<file path="src/logic/mem_rdwr_pkg.sv">
// ==========================================================
// Shared widths, bank depth and response codes for the
// split read/write memory path. Modules that need them
// pull them in with a wildcard import in their header.
// ==========================================================

`default_nettype none

package mem_rdwr_pkg;

    // Word address width, which covers more words than the bank holds
    localparam int ADDR_W = 8;

    // Data word width and the matching number of byte enables
    localparam int DATA_W = 32;
    localparam int BE_W = DATA_W / 8;

    // Number of words in the bank
    // Addresses from here up to the top of the address space are out of range
    localparam int BANK_DEPTH = 192;

    // Width of the Avalon response field
    localparam int RESP_W = 2;

    typedef logic [ADDR_W-1:0] addr_t;
    typedef logic [DATA_W-1:0] data_t;
    typedef logic [BE_W-1:0]   be_t;
    typedef logic [RESP_W-1:0] resp_t;

    // Avalon response encodings, only these two are ever produced
    localparam resp_t RESP_OKAY = 2'd0;
    localparam resp_t RESP_SLVERR = 2'd2;

endpackage

`default_nettype wire

</file>
<file path="src/logic/mem_rdwr_if.sv">
// ==========================================================
// One split read/write Avalon link. The requester modport
// drives both request channels, and the responder modport
// drives waitrequest and the response strobes.
// ==========================================================

`default_nettype none
`timescale 1ns/1ns

interface mem_rdwr_if import mem_rdwr_pkg::*;
();

    // Read request channel
    logic  rd_read;
    addr_t rd_address;

    // Read response channel, a single-cycle strobe with no back-pressure
    logic  rd_waitrequest;
    logic  rd_readdatavalid;
    data_t rd_readdata;
    resp_t rd_response;

    // Write request channel
    logic  wr_write;
    addr_t wr_address;
    data_t wr_writedata;
    be_t   wr_byteenable;

    // Write response channel, also a single-cycle strobe
    logic  wr_waitrequest;
    logic  wr_writeresponsevalid;
    resp_t wr_response;

    // Side that issues requests and consumes responses
    modport requester
    (
        output rd_read, rd_address,
        output wr_write, wr_address, wr_writedata, wr_byteenable,
        input  rd_waitrequest, rd_readdatavalid, rd_readdata, rd_response,
        input  wr_waitrequest, wr_writeresponsevalid, wr_response
    );

    // Side that accepts requests and returns responses
    modport responder
    (
        input  rd_read, rd_address,
        input  wr_write, wr_address, wr_writedata, wr_byteenable,
        output rd_waitrequest, rd_readdatavalid, rd_readdata, rd_response,
        output wr_waitrequest, wr_writeresponsevalid, wr_response
    );

endinterface

`default_nettype wire

</file>
<file path="src/logic/mem_rdwr_stage.sv">
// ==========================================================
// One pipeline stage for a split read/write Avalon link.
// Both request channels get a registered waitrequest backed
// by a one-entry skid buffer, and responses are registered.
// ==========================================================

`default_nettype none
`timescale 1ns/1ns

module mem_rdwr_stage import mem_rdwr_pkg::*;
(
    input  logic           clk,
    input  logic           arst_n,
    mem_rdwr_if.responder  up,
    mem_rdwr_if.requester  down
);

    // Read channel output register and skid entry
    logic  rd_out_valid;
    addr_t rd_out_address;
    logic  rd_skid_valid;
    addr_t rd_skid_address;
    logic  rd_accept;
    logic  rd_out_free;

    // Write channel output register and skid entry
    logic  wr_out_valid;
    addr_t wr_out_address;
    data_t wr_out_writedata;
    be_t   wr_out_byteenable;
    logic  wr_skid_valid;
    addr_t wr_skid_address;
    data_t wr_skid_writedata;
    be_t   wr_skid_byteenable;
    logic  wr_accept;
    logic  wr_out_free;

    // A request is taken whenever the skid entry is empty
    // Upstream only sees waitrequest once the skid entry is occupied
    assign rd_accept = up.rd_read && !rd_skid_valid;
    assign wr_accept = up.wr_write && !wr_skid_valid;

    // The output register can load when empty or when downstream takes it now
    assign rd_out_free = !rd_out_valid || !down.rd_waitrequest;
    assign wr_out_free = !wr_out_valid || !down.wr_waitrequest;

    assign up.rd_waitrequest = rd_skid_valid;
    assign up.wr_waitrequest = wr_skid_valid;

    assign down.rd_read = rd_out_valid;
    assign down.rd_address = rd_out_address;
    assign down.wr_write = wr_out_valid;
    assign down.wr_address = wr_out_address;
    assign down.wr_writedata = wr_out_writedata;
    assign down.wr_byteenable = wr_out_byteenable;

    // Request occupancy for both channels
    // A held skid entry always drains first, so ordering is kept
    always_ff @(posedge clk or negedge arst_n)
    begin
        if (!arst_n)
        begin
            rd_out_valid <= 1'b0;
            rd_skid_valid <= 1'b0;
            wr_out_valid <= 1'b0;
            wr_skid_valid <= 1'b0;
        end
        else
        begin
            if (rd_out_free)
            begin
                rd_out_valid <= rd_skid_valid || rd_accept;
                rd_skid_valid <= 1'b0;
            end
            else if (rd_accept)
            begin
                // Downstream is stalled, so park the new request
                rd_skid_valid <= 1'b1;
            end

            if (wr_out_free)
            begin
                wr_out_valid <= wr_skid_valid || wr_accept;
                wr_skid_valid <= 1'b0;
            end
            else if (wr_accept)
            begin
                wr_skid_valid <= 1'b1;
            end
        end
    end

    // Request payload follows the occupancy bits above
    // The skid copy is only looked at while its valid bit is set
    always_ff @(posedge clk)
    begin
        if (rd_out_free)
        begin
            rd_out_address <= rd_skid_valid ? rd_skid_address : up.rd_address;
        end
        if (rd_accept)
        begin
            rd_skid_address <= up.rd_address;
        end

        if (wr_out_free)
        begin
            wr_out_address <= wr_skid_valid ? wr_skid_address : up.wr_address;
            wr_out_writedata <= wr_skid_valid ? wr_skid_writedata : up.wr_writedata;
            wr_out_byteenable <= wr_skid_valid ? wr_skid_byteenable : up.wr_byteenable;
        end
        if (wr_accept)
        begin
            wr_skid_address <= up.wr_address;
            wr_skid_writedata <= up.wr_writedata;
            wr_skid_byteenable <= up.wr_byteenable;
        end
    end

    // Response strobes are delayed by one cycle
    always_ff @(posedge clk or negedge arst_n)
    begin
        if (!arst_n)
        begin
            up.rd_readdatavalid <= 1'b0;
            up.wr_writeresponsevalid <= 1'b0;
        end
        else
        begin
            up.rd_readdatavalid <= down.rd_readdatavalid;
            up.wr_writeresponsevalid <= down.wr_writeresponsevalid;
        end
    end

    // Response payload travels alongside its strobe
    always_ff @(posedge clk)
    begin
        up.rd_readdata <= down.rd_readdata;
        up.rd_response <= down.rd_response;
        up.wr_response <= down.wr_response;
    end

endmodule

`default_nettype wire

</file>
<file path="src/logic/mem_rdwr_reg.sv">
// ==========================================================
// Inserts a configurable chain of register stages between
// two split read/write links. Each stage adds one cycle to
// requests and one to responses, and zero stages add none.
// ==========================================================

`default_nettype none
`timescale 1ns/1ns

module mem_rdwr_reg
#(
    parameter int N_REG_STAGES = 2
)
(
    input  logic           clk,
    input  logic           arst_n,
    mem_rdwr_if.responder  sink,
    mem_rdwr_if.requester  source
);

    // Link 0 faces the sink and link N_REG_STAGES faces the source
    // With zero stages both are the same link, which makes a direct connection
    mem_rdwr_if link[N_REG_STAGES+1]();

    // Requests enter the chain on link 0
    assign link[0].rd_read = sink.rd_read;
    assign link[0].rd_address = sink.rd_address;
    assign link[0].wr_write = sink.wr_write;
    assign link[0].wr_address = sink.wr_address;
    assign link[0].wr_writedata = sink.wr_writedata;
    assign link[0].wr_byteenable = sink.wr_byteenable;

    // Waitrequest and responses leave the chain from link 0
    assign sink.rd_waitrequest = link[0].rd_waitrequest;
    assign sink.rd_readdatavalid = link[0].rd_readdatavalid;
    assign sink.rd_readdata = link[0].rd_readdata;
    assign sink.rd_response = link[0].rd_response;
    assign sink.wr_waitrequest = link[0].wr_waitrequest;
    assign sink.wr_writeresponsevalid = link[0].wr_writeresponsevalid;
    assign sink.wr_response = link[0].wr_response;

    // Requests leave the chain from the last link
    assign source.rd_read = link[N_REG_STAGES].rd_read;
    assign source.rd_address = link[N_REG_STAGES].rd_address;
    assign source.wr_write = link[N_REG_STAGES].wr_write;
    assign source.wr_address = link[N_REG_STAGES].wr_address;
    assign source.wr_writedata = link[N_REG_STAGES].wr_writedata;
    assign source.wr_byteenable = link[N_REG_STAGES].wr_byteenable;

    // Responses from the source enter at the last link
    assign link[N_REG_STAGES].rd_waitrequest = source.rd_waitrequest;
    assign link[N_REG_STAGES].rd_readdatavalid = source.rd_readdatavalid;
    assign link[N_REG_STAGES].rd_readdata = source.rd_readdata;
    assign link[N_REG_STAGES].rd_response = source.rd_response;
    assign link[N_REG_STAGES].wr_waitrequest = source.wr_waitrequest;
    assign link[N_REG_STAGES].wr_writeresponsevalid = source.wr_writeresponsevalid;
    assign link[N_REG_STAGES].wr_response = source.wr_response;

    // Stage s sits between link s and link s+1
    for (genvar s = 0; s < N_REG_STAGES; s++)
    begin : g_stage
        mem_rdwr_stage u_stage
        (
            .clk    (clk),
            .arst_n (arst_n),
            .up     (link[s]),
            .down   (link[s+1])
        );
    end

endmodule

`default_nettype wire

</file>
<file path="src/flat_wrapper.sv">
// flat-port wrapper written by rule: the top's interface ports become plain ports
module mem_rdwr_reg_flat 
#(
    parameter int N_REG_STAGES = 2
)
  (clk, arst_n, sink_rd_read, sink_rd_address, sink_wr_write, sink_wr_address, sink_wr_writedata, sink_wr_byteenable, sink_rd_waitrequest, sink_rd_readdatavalid, sink_rd_readdata, sink_rd_response, sink_wr_waitrequest, sink_wr_writeresponsevalid, sink_wr_response, source_rd_read, source_rd_address, source_wr_write, source_wr_address, source_wr_writedata, source_wr_byteenable, source_rd_waitrequest, source_rd_readdatavalid, source_rd_readdata, source_rd_response, source_wr_waitrequest, source_wr_writeresponsevalid, source_wr_response);
  mem_rdwr_if sink_i ();
  mem_rdwr_if source_i ();
  input  logic clk;
  input  logic arst_n;
  input wire logic [$bits(sink_i.rd_read)-1:0] sink_rd_read;
  input wire logic [$bits(sink_i.rd_address)-1:0] sink_rd_address;
  input wire logic [$bits(sink_i.wr_write)-1:0] sink_wr_write;
  input wire logic [$bits(sink_i.wr_address)-1:0] sink_wr_address;
  input wire logic [$bits(sink_i.wr_writedata)-1:0] sink_wr_writedata;
  input wire logic [$bits(sink_i.wr_byteenable)-1:0] sink_wr_byteenable;
  output wire logic [$bits(sink_i.rd_waitrequest)-1:0] sink_rd_waitrequest;
  output wire logic [$bits(sink_i.rd_readdatavalid)-1:0] sink_rd_readdatavalid;
  output wire logic [$bits(sink_i.rd_readdata)-1:0] sink_rd_readdata;
  output wire logic [$bits(sink_i.rd_response)-1:0] sink_rd_response;
  output wire logic [$bits(sink_i.wr_waitrequest)-1:0] sink_wr_waitrequest;
  output wire logic [$bits(sink_i.wr_writeresponsevalid)-1:0] sink_wr_writeresponsevalid;
  output wire logic [$bits(sink_i.wr_response)-1:0] sink_wr_response;
  output wire logic [$bits(source_i.rd_read)-1:0] source_rd_read;
  output wire logic [$bits(source_i.rd_address)-1:0] source_rd_address;
  output wire logic [$bits(source_i.wr_write)-1:0] source_wr_write;
  output wire logic [$bits(source_i.wr_address)-1:0] source_wr_address;
  output wire logic [$bits(source_i.wr_writedata)-1:0] source_wr_writedata;
  output wire logic [$bits(source_i.wr_byteenable)-1:0] source_wr_byteenable;
  input wire logic [$bits(source_i.rd_waitrequest)-1:0] source_rd_waitrequest;
  input wire logic [$bits(source_i.rd_readdatavalid)-1:0] source_rd_readdatavalid;
  input wire logic [$bits(source_i.rd_readdata)-1:0] source_rd_readdata;
  input wire logic [$bits(source_i.rd_response)-1:0] source_rd_response;
  input wire logic [$bits(source_i.wr_waitrequest)-1:0] source_wr_waitrequest;
  input wire logic [$bits(source_i.wr_writeresponsevalid)-1:0] source_wr_writeresponsevalid;
  input wire logic [$bits(source_i.wr_response)-1:0] source_wr_response;
  assign sink_i.rd_read = sink_rd_read;
  assign sink_i.rd_address = sink_rd_address;
  assign sink_i.wr_write = sink_wr_write;
  assign sink_i.wr_address = sink_wr_address;
  assign sink_i.wr_writedata = sink_wr_writedata;
  assign sink_i.wr_byteenable = sink_wr_byteenable;
  assign sink_rd_waitrequest = sink_i.rd_waitrequest;
  assign sink_rd_readdatavalid = sink_i.rd_readdatavalid;
  assign sink_rd_readdata = sink_i.rd_readdata;
  assign sink_rd_response = sink_i.rd_response;
  assign sink_wr_waitrequest = sink_i.wr_waitrequest;
  assign sink_wr_writeresponsevalid = sink_i.wr_writeresponsevalid;
  assign sink_wr_response = sink_i.wr_response;
  assign source_rd_read = source_i.rd_read;
  assign source_rd_address = source_i.rd_address;
  assign source_wr_write = source_i.wr_write;
  assign source_wr_address = source_i.wr_address;
  assign source_wr_writedata = source_i.wr_writedata;
  assign source_wr_byteenable = source_i.wr_byteenable;
  assign source_i.rd_waitrequest = source_rd_waitrequest;
  assign source_i.rd_readdatavalid = source_rd_readdatavalid;
  assign source_i.rd_readdata = source_rd_readdata;
  assign source_i.rd_response = source_rd_response;
  assign source_i.wr_waitrequest = source_wr_waitrequest;
  assign source_i.wr_writeresponsevalid = source_wr_writeresponsevalid;
  assign source_i.wr_response = source_wr_response;
  mem_rdwr_reg #(.N_REG_STAGES(N_REG_STAGES)) u_core (.clk(clk), .arst_n(arst_n), .sink(sink_i), .source(source_i));
endmodule
</file>
<file path="config.mk">
export PLATFORM = sky130hd
export DESIGN_NAME = mem_rdwr_reg_flat
export DESIGN_NICKNAME = d
export VERILOG_FILES = /design/src/logic/mem_rdwr_pkg.sv /design/src/logic/mem_rdwr_if.sv /design/src/logic/mem_rdwr_stage.sv /design/src/logic/mem_rdwr_reg.sv /design/src/flat_wrapper.sv
export SDC_FILE = /design/constraint.sdc
export NUM_CORES = 1
export LEC_CHECK = 0
export ABC_AREA = 0
export ABC_CLOCK_PERIOD_IN_PS = 4200
export BUFFER_PORTS_ARGS = -buffer_cell sky130_fd_sc_hd__buf_2
export CORE_AREA = 4 4 193 101
export CTS_CLUSTER_SIZE = 40
export DETAILED_ROUTE_END_ITERATION = 10
export DIE_AREA = 0 0 197 105
export PLACE_DENSITY = 0.85
export SLEW_MARGIN = 40
export SYNTH_ARGS = -nofsm -noshare
export SYNTH_HDL_FRONTEND = slang
export SYNTH_SLANG_ARGS = --single-unit
</file>
<file path="constraint.sdc">
create_clock -name clk -period 4.2 [get_ports clk]
set_clock_uncertainty 0.15 [all_clocks]
set_input_delay 0.84 -clock clk [delete_from_list [all_inputs] [get_ports clk]]
set_output_delay 0.84 -clock clk [all_outputs]
set_load 0.01 [all_outputs]
</file>
==> run_results.csv <==
group,metric,value,unit
timing,timing.final.crit_period,3.008,ns
cells_and_area,finalCoreUtilization,64.03,%
synth,synth.largest_area_cell,"edfxtp_1",
synth,ys_seq_area_share,84.03,%
timing,rsz0062_at_grt,"false",
clocking,cts_buffers,24,
synth,synthCells,425,
detailed_routing,ant_nets,0,
clocking,clock_latency,0.51,ns
setup_path,start_kind,"flip-flop",
placed_design,place.gp.congestion,0.7723,
cells_and_area,seq_area,7990,um^2
detailed_routing,routed_wl,17340,um
global_routing,grt_pass1_wl,26530,um
floorplanning,core,17950,um^2
placed_design,place_hpwl,11600,um
setup_path,criticalPathCategory,"reg2out",
timing,final_max_slew_viol_count,0,
global_routing,grt_antenna_before_repair,0,
power_and_ir_drop,p_leak,4.545,nW
setup_path,path_max_fanout,27,
min_path,hold_class,"in2async",
floorplanning,io_pins,190,
clocking,clock-sinks,292,
synth,syn-num-nets,521,
cells_and_area,final_nets,727,
synth,ys_seq_elements,292,
clocking,clock_path_buffers,3,
global_routing,grt_max_degree,50,
synth,synth_area,9505,um^2
timing,finalWorstSetupSlack,1.192,ns
clocking,cts.repair.resized,0,
synth,synth_top_area_share,65.71,%
cells_and_area,syn_to_final_growth,20.96,%
synth,yosys_warnings,0,
cells_and_area,multi_input_area,1418,um^2
floorplanning,initial_core_util,52.94,%
clocking,cts-htree-levels,1,
detailed_routing,drt-initial-drc-count,312,
global_routing,grt_usage,16.65,%
floorplanning,design.die.area,20690,um^2
placed_design,dp_cells,845,
power_and_ir_drop,powerDensity,555.9,nW/um^2
floorplanning,die_h,105,um
status,status,"finished, final reports clean",
timing,fin_crit_sh,71.61,%
clocking,cts.reportedPaths.clkPinSlew,0.07,ns
detailed_routing,drc,0,
global_routing,grt_overflow,0,
detailed_routing,vias_per_cell,5.008,
synth,yosysUniqueCellTypes,13,
detailed_routing,num_vias,4442,
timing,max_freq,332.5,MHz
cells_and_area,num_antenna_cells,0,
global_routing,grt_pass1_vias,4655,
setup_path,critPathRequiredTime,3.21,ns
timing,worst_pin_slew,0.7680,ns
timing,hold_viol,0,
detailed_routing,drt_pass1_iterations,4,
synth,async_flop_share,4.110,%
power_and_ir_drop,max-vdd-ir-drop,425.8,uV
setup_path,reg2reg_from,"u_core.g_stage[0].u_stage.up.wr_waitrequest",
detailed_routing,wire_per_inst,19.55,um
synth,syn_area_per_cell,22.37,um^2
cells_and_area,fin_area,11500,um^2
floorplanning,dieWidth,197,um
synth,synth.most_common_cell,"edfxtp_1",
run,drv_cap,0,
placed_design,preCtsSetupSlack,1.731,ns
timing,setup_viol,0,
clocking,cts-root-buf,"clkbuf_16",
clocking,cts_hold_buf,0,
setup_path,rr_worst_depth,2,
setup_path,rrSetupSlack,2.04,ns
floorplanning,num_rows,35,
placed_design,io_buffers,189,
setup_path,end_kind,"primary output",
synth,yosys-top-cells-count,"208 x edfxtp_1, 73 x mux2_2, 72 x dfxtp_1",
synth,synth_edf_count,208,
cells_and_area,drive_gt1_share,51.62,%
cells_and_area,instances_no_fill,887,
timing,fin_setup_tns,0,ns
setup_path,r2r-end,"u_core.g_stage[0].u_stage.wr_skid_writedata[23]",
synth,netlist_top_cells_area,"edfxtp_1 66%, dfxtp_1 15%, mux2_2 8.6%, mux2_4 4.3%, dfrtp_1 3.2%",
clocking,cts_tree,"built",
placed_design,postPlaceCellArea,10680,um^2
setup_path,critPathLaunch,"u_core.g_stage[0].u_stage.up.wr_waitrequest",
synth,synth-main-ff-cell,"edfxtp_1",
clocking,post-cts-setup-buffers,0,
setup_path,cp.arrival,2.02,ns
timing,relSlewSlack,48.69,%
cells_and_area,num-fill-cells,1239,
==> metal layers <==
layer	GRT usage, %	vias up	wire (um)	part of all wire [%]
met1	23.38	2168	7423	43
met5	0	-	0	0
met2	25.44	204	7792	45
li1	-	2036	-	-
met4	4.154	0	374	2.2
met3	5.541	34	1746	10
==> critical path, cell delays in order, from the launching register on <==
cell     delay, ns
dfrtp_2       0.74
buf_4         0.53
buf_2         0.23
==> sequential cells by signal (all words and copies together) (netlist names) <==
signal and cells:
u_core.g_stage.u_stage.down.rd_address 16, u_core.g_stage.u_stage.down.rd_read 2, u_core.g_stage.u_stage.down.wr_address 16, u_core.g_stage.u_stage.down.wr_byteenable 8, u_core.g_stage.u_stage.down.wr_write 2, u_core.g_stage.u_stage.down.wr_writedata 64, u_core.g_stage.u_stage.rd_skid_address 16, u_core.g_stage.u_stage.up.rd_readdata 64
u_core.g_stage.u_stage.up.rd_readdatavalid 2, u_core.g_stage.u_stage.up.rd_response 4, u_core.g_stage.u_stage.up.rd_waitrequest 2, u_core.g_stage.u_stage.up.wr_response 4, u_core.g_stage.u_stage.up.wr_waitrequest 2, u_core.g_stage.u_stage.up.wr_writeresponsevalid 2, u_core.g_stage.u_stage.wr_skid_address 16, u_core.g_stage.u_stage.wr_skid_byteenable 8
u_core.g_stage.u_stage.wr_skid_writedata 64
==> logic make-up after synthesis <==
family	synth area share (%)
flip-flops	84.03
multiplexers	13.39
buffers and inverters	1.369
AO/OA/AOI/OAI	0.7898
AND/OR/NAND/NOR	0.4211
==> metrics by stage <==
step | power, mW | hold slack (ns)
5_1_grt | 6.656 | 0.03596
3_5_place_dp | 4.197 | 0.1621
6_report | 6.391 | 0.04270
4_1_cts | 6.450 | 0.02928
2_1_floorplan | 3.945 | 0.1596
3_3_place_gp | 4.153 | 0.1600
==> final cells by class <==
cell class / count / share of cell area, %
Multi-Input combinational cell: 120 / 12.33
Timing Repair Buffer: 193 / 8.488
Sequential cell: 292 / 69.50
Clock buffer: 32 / 6.214
Tap cell: 240 / 2.612
Clock inverter: 10 / 0.8597
==> how the worst max path moves through the flow <==
stage | slack (ns) | endpoint
6_report | 1.19 | sink_wr_waitrequest
5_1_grt | 1.10 | sink_wr_waitrequest
4_1_cts | 1.16 | sink_wr_waitrequest
3_5_place_dp | 1.73 | sink_wr_waitrequest
3_3_place_gp | 1.79 | sink_wr_waitrequest
2_1_floorplan | 0.80 | u_core.g_stage[0].u_stage.wr_skid_address[0]
==> cells in the final DEF, fill, tap and decap left out <==
cell type | netlist | layout
a211o_1 | 4 | 4
buf_2 | 2 | 189
buf_4 | 1 | 4
bufinv_16 | 0 | 2
clkbuf_1 | 0 | 3
clkbuf_16 | 0 | 27
clkbuf_8 | 0 | 2
clkinv_1 | 0 | 4
clkinv_2 | 0 | 3
clkinv_4 | 0 | 1
dfrtp_1 | 12 | 10
dfrtp_2 | 0 | 2
dfxtp_1 | 72 | 72
edfxtp_1 | 208 | 208
mux2_1 | 4 | 4
mux2_2 | 73 | 73
mux2_4 | 27 | 27
nand2_1 | 4 | 2
nand2_4 | 0 | 2
nor2b_1 | 4 | 2
nor2b_4 | 0 | 2
o211a_1 | 4 | 4
==> power by group <==
part | switching, mW | leakage, nW | internal (mW) | total (mW)
clock | 0.942 | 0.401 | 1.32 | 2.26
sequential | 0.123 | 2.80 | 3.47 | 3.60
combinational | 0.284 | 1.34 | 0.253 | 0.537
No activity file was read; power rests on OpenSTA's default activity.
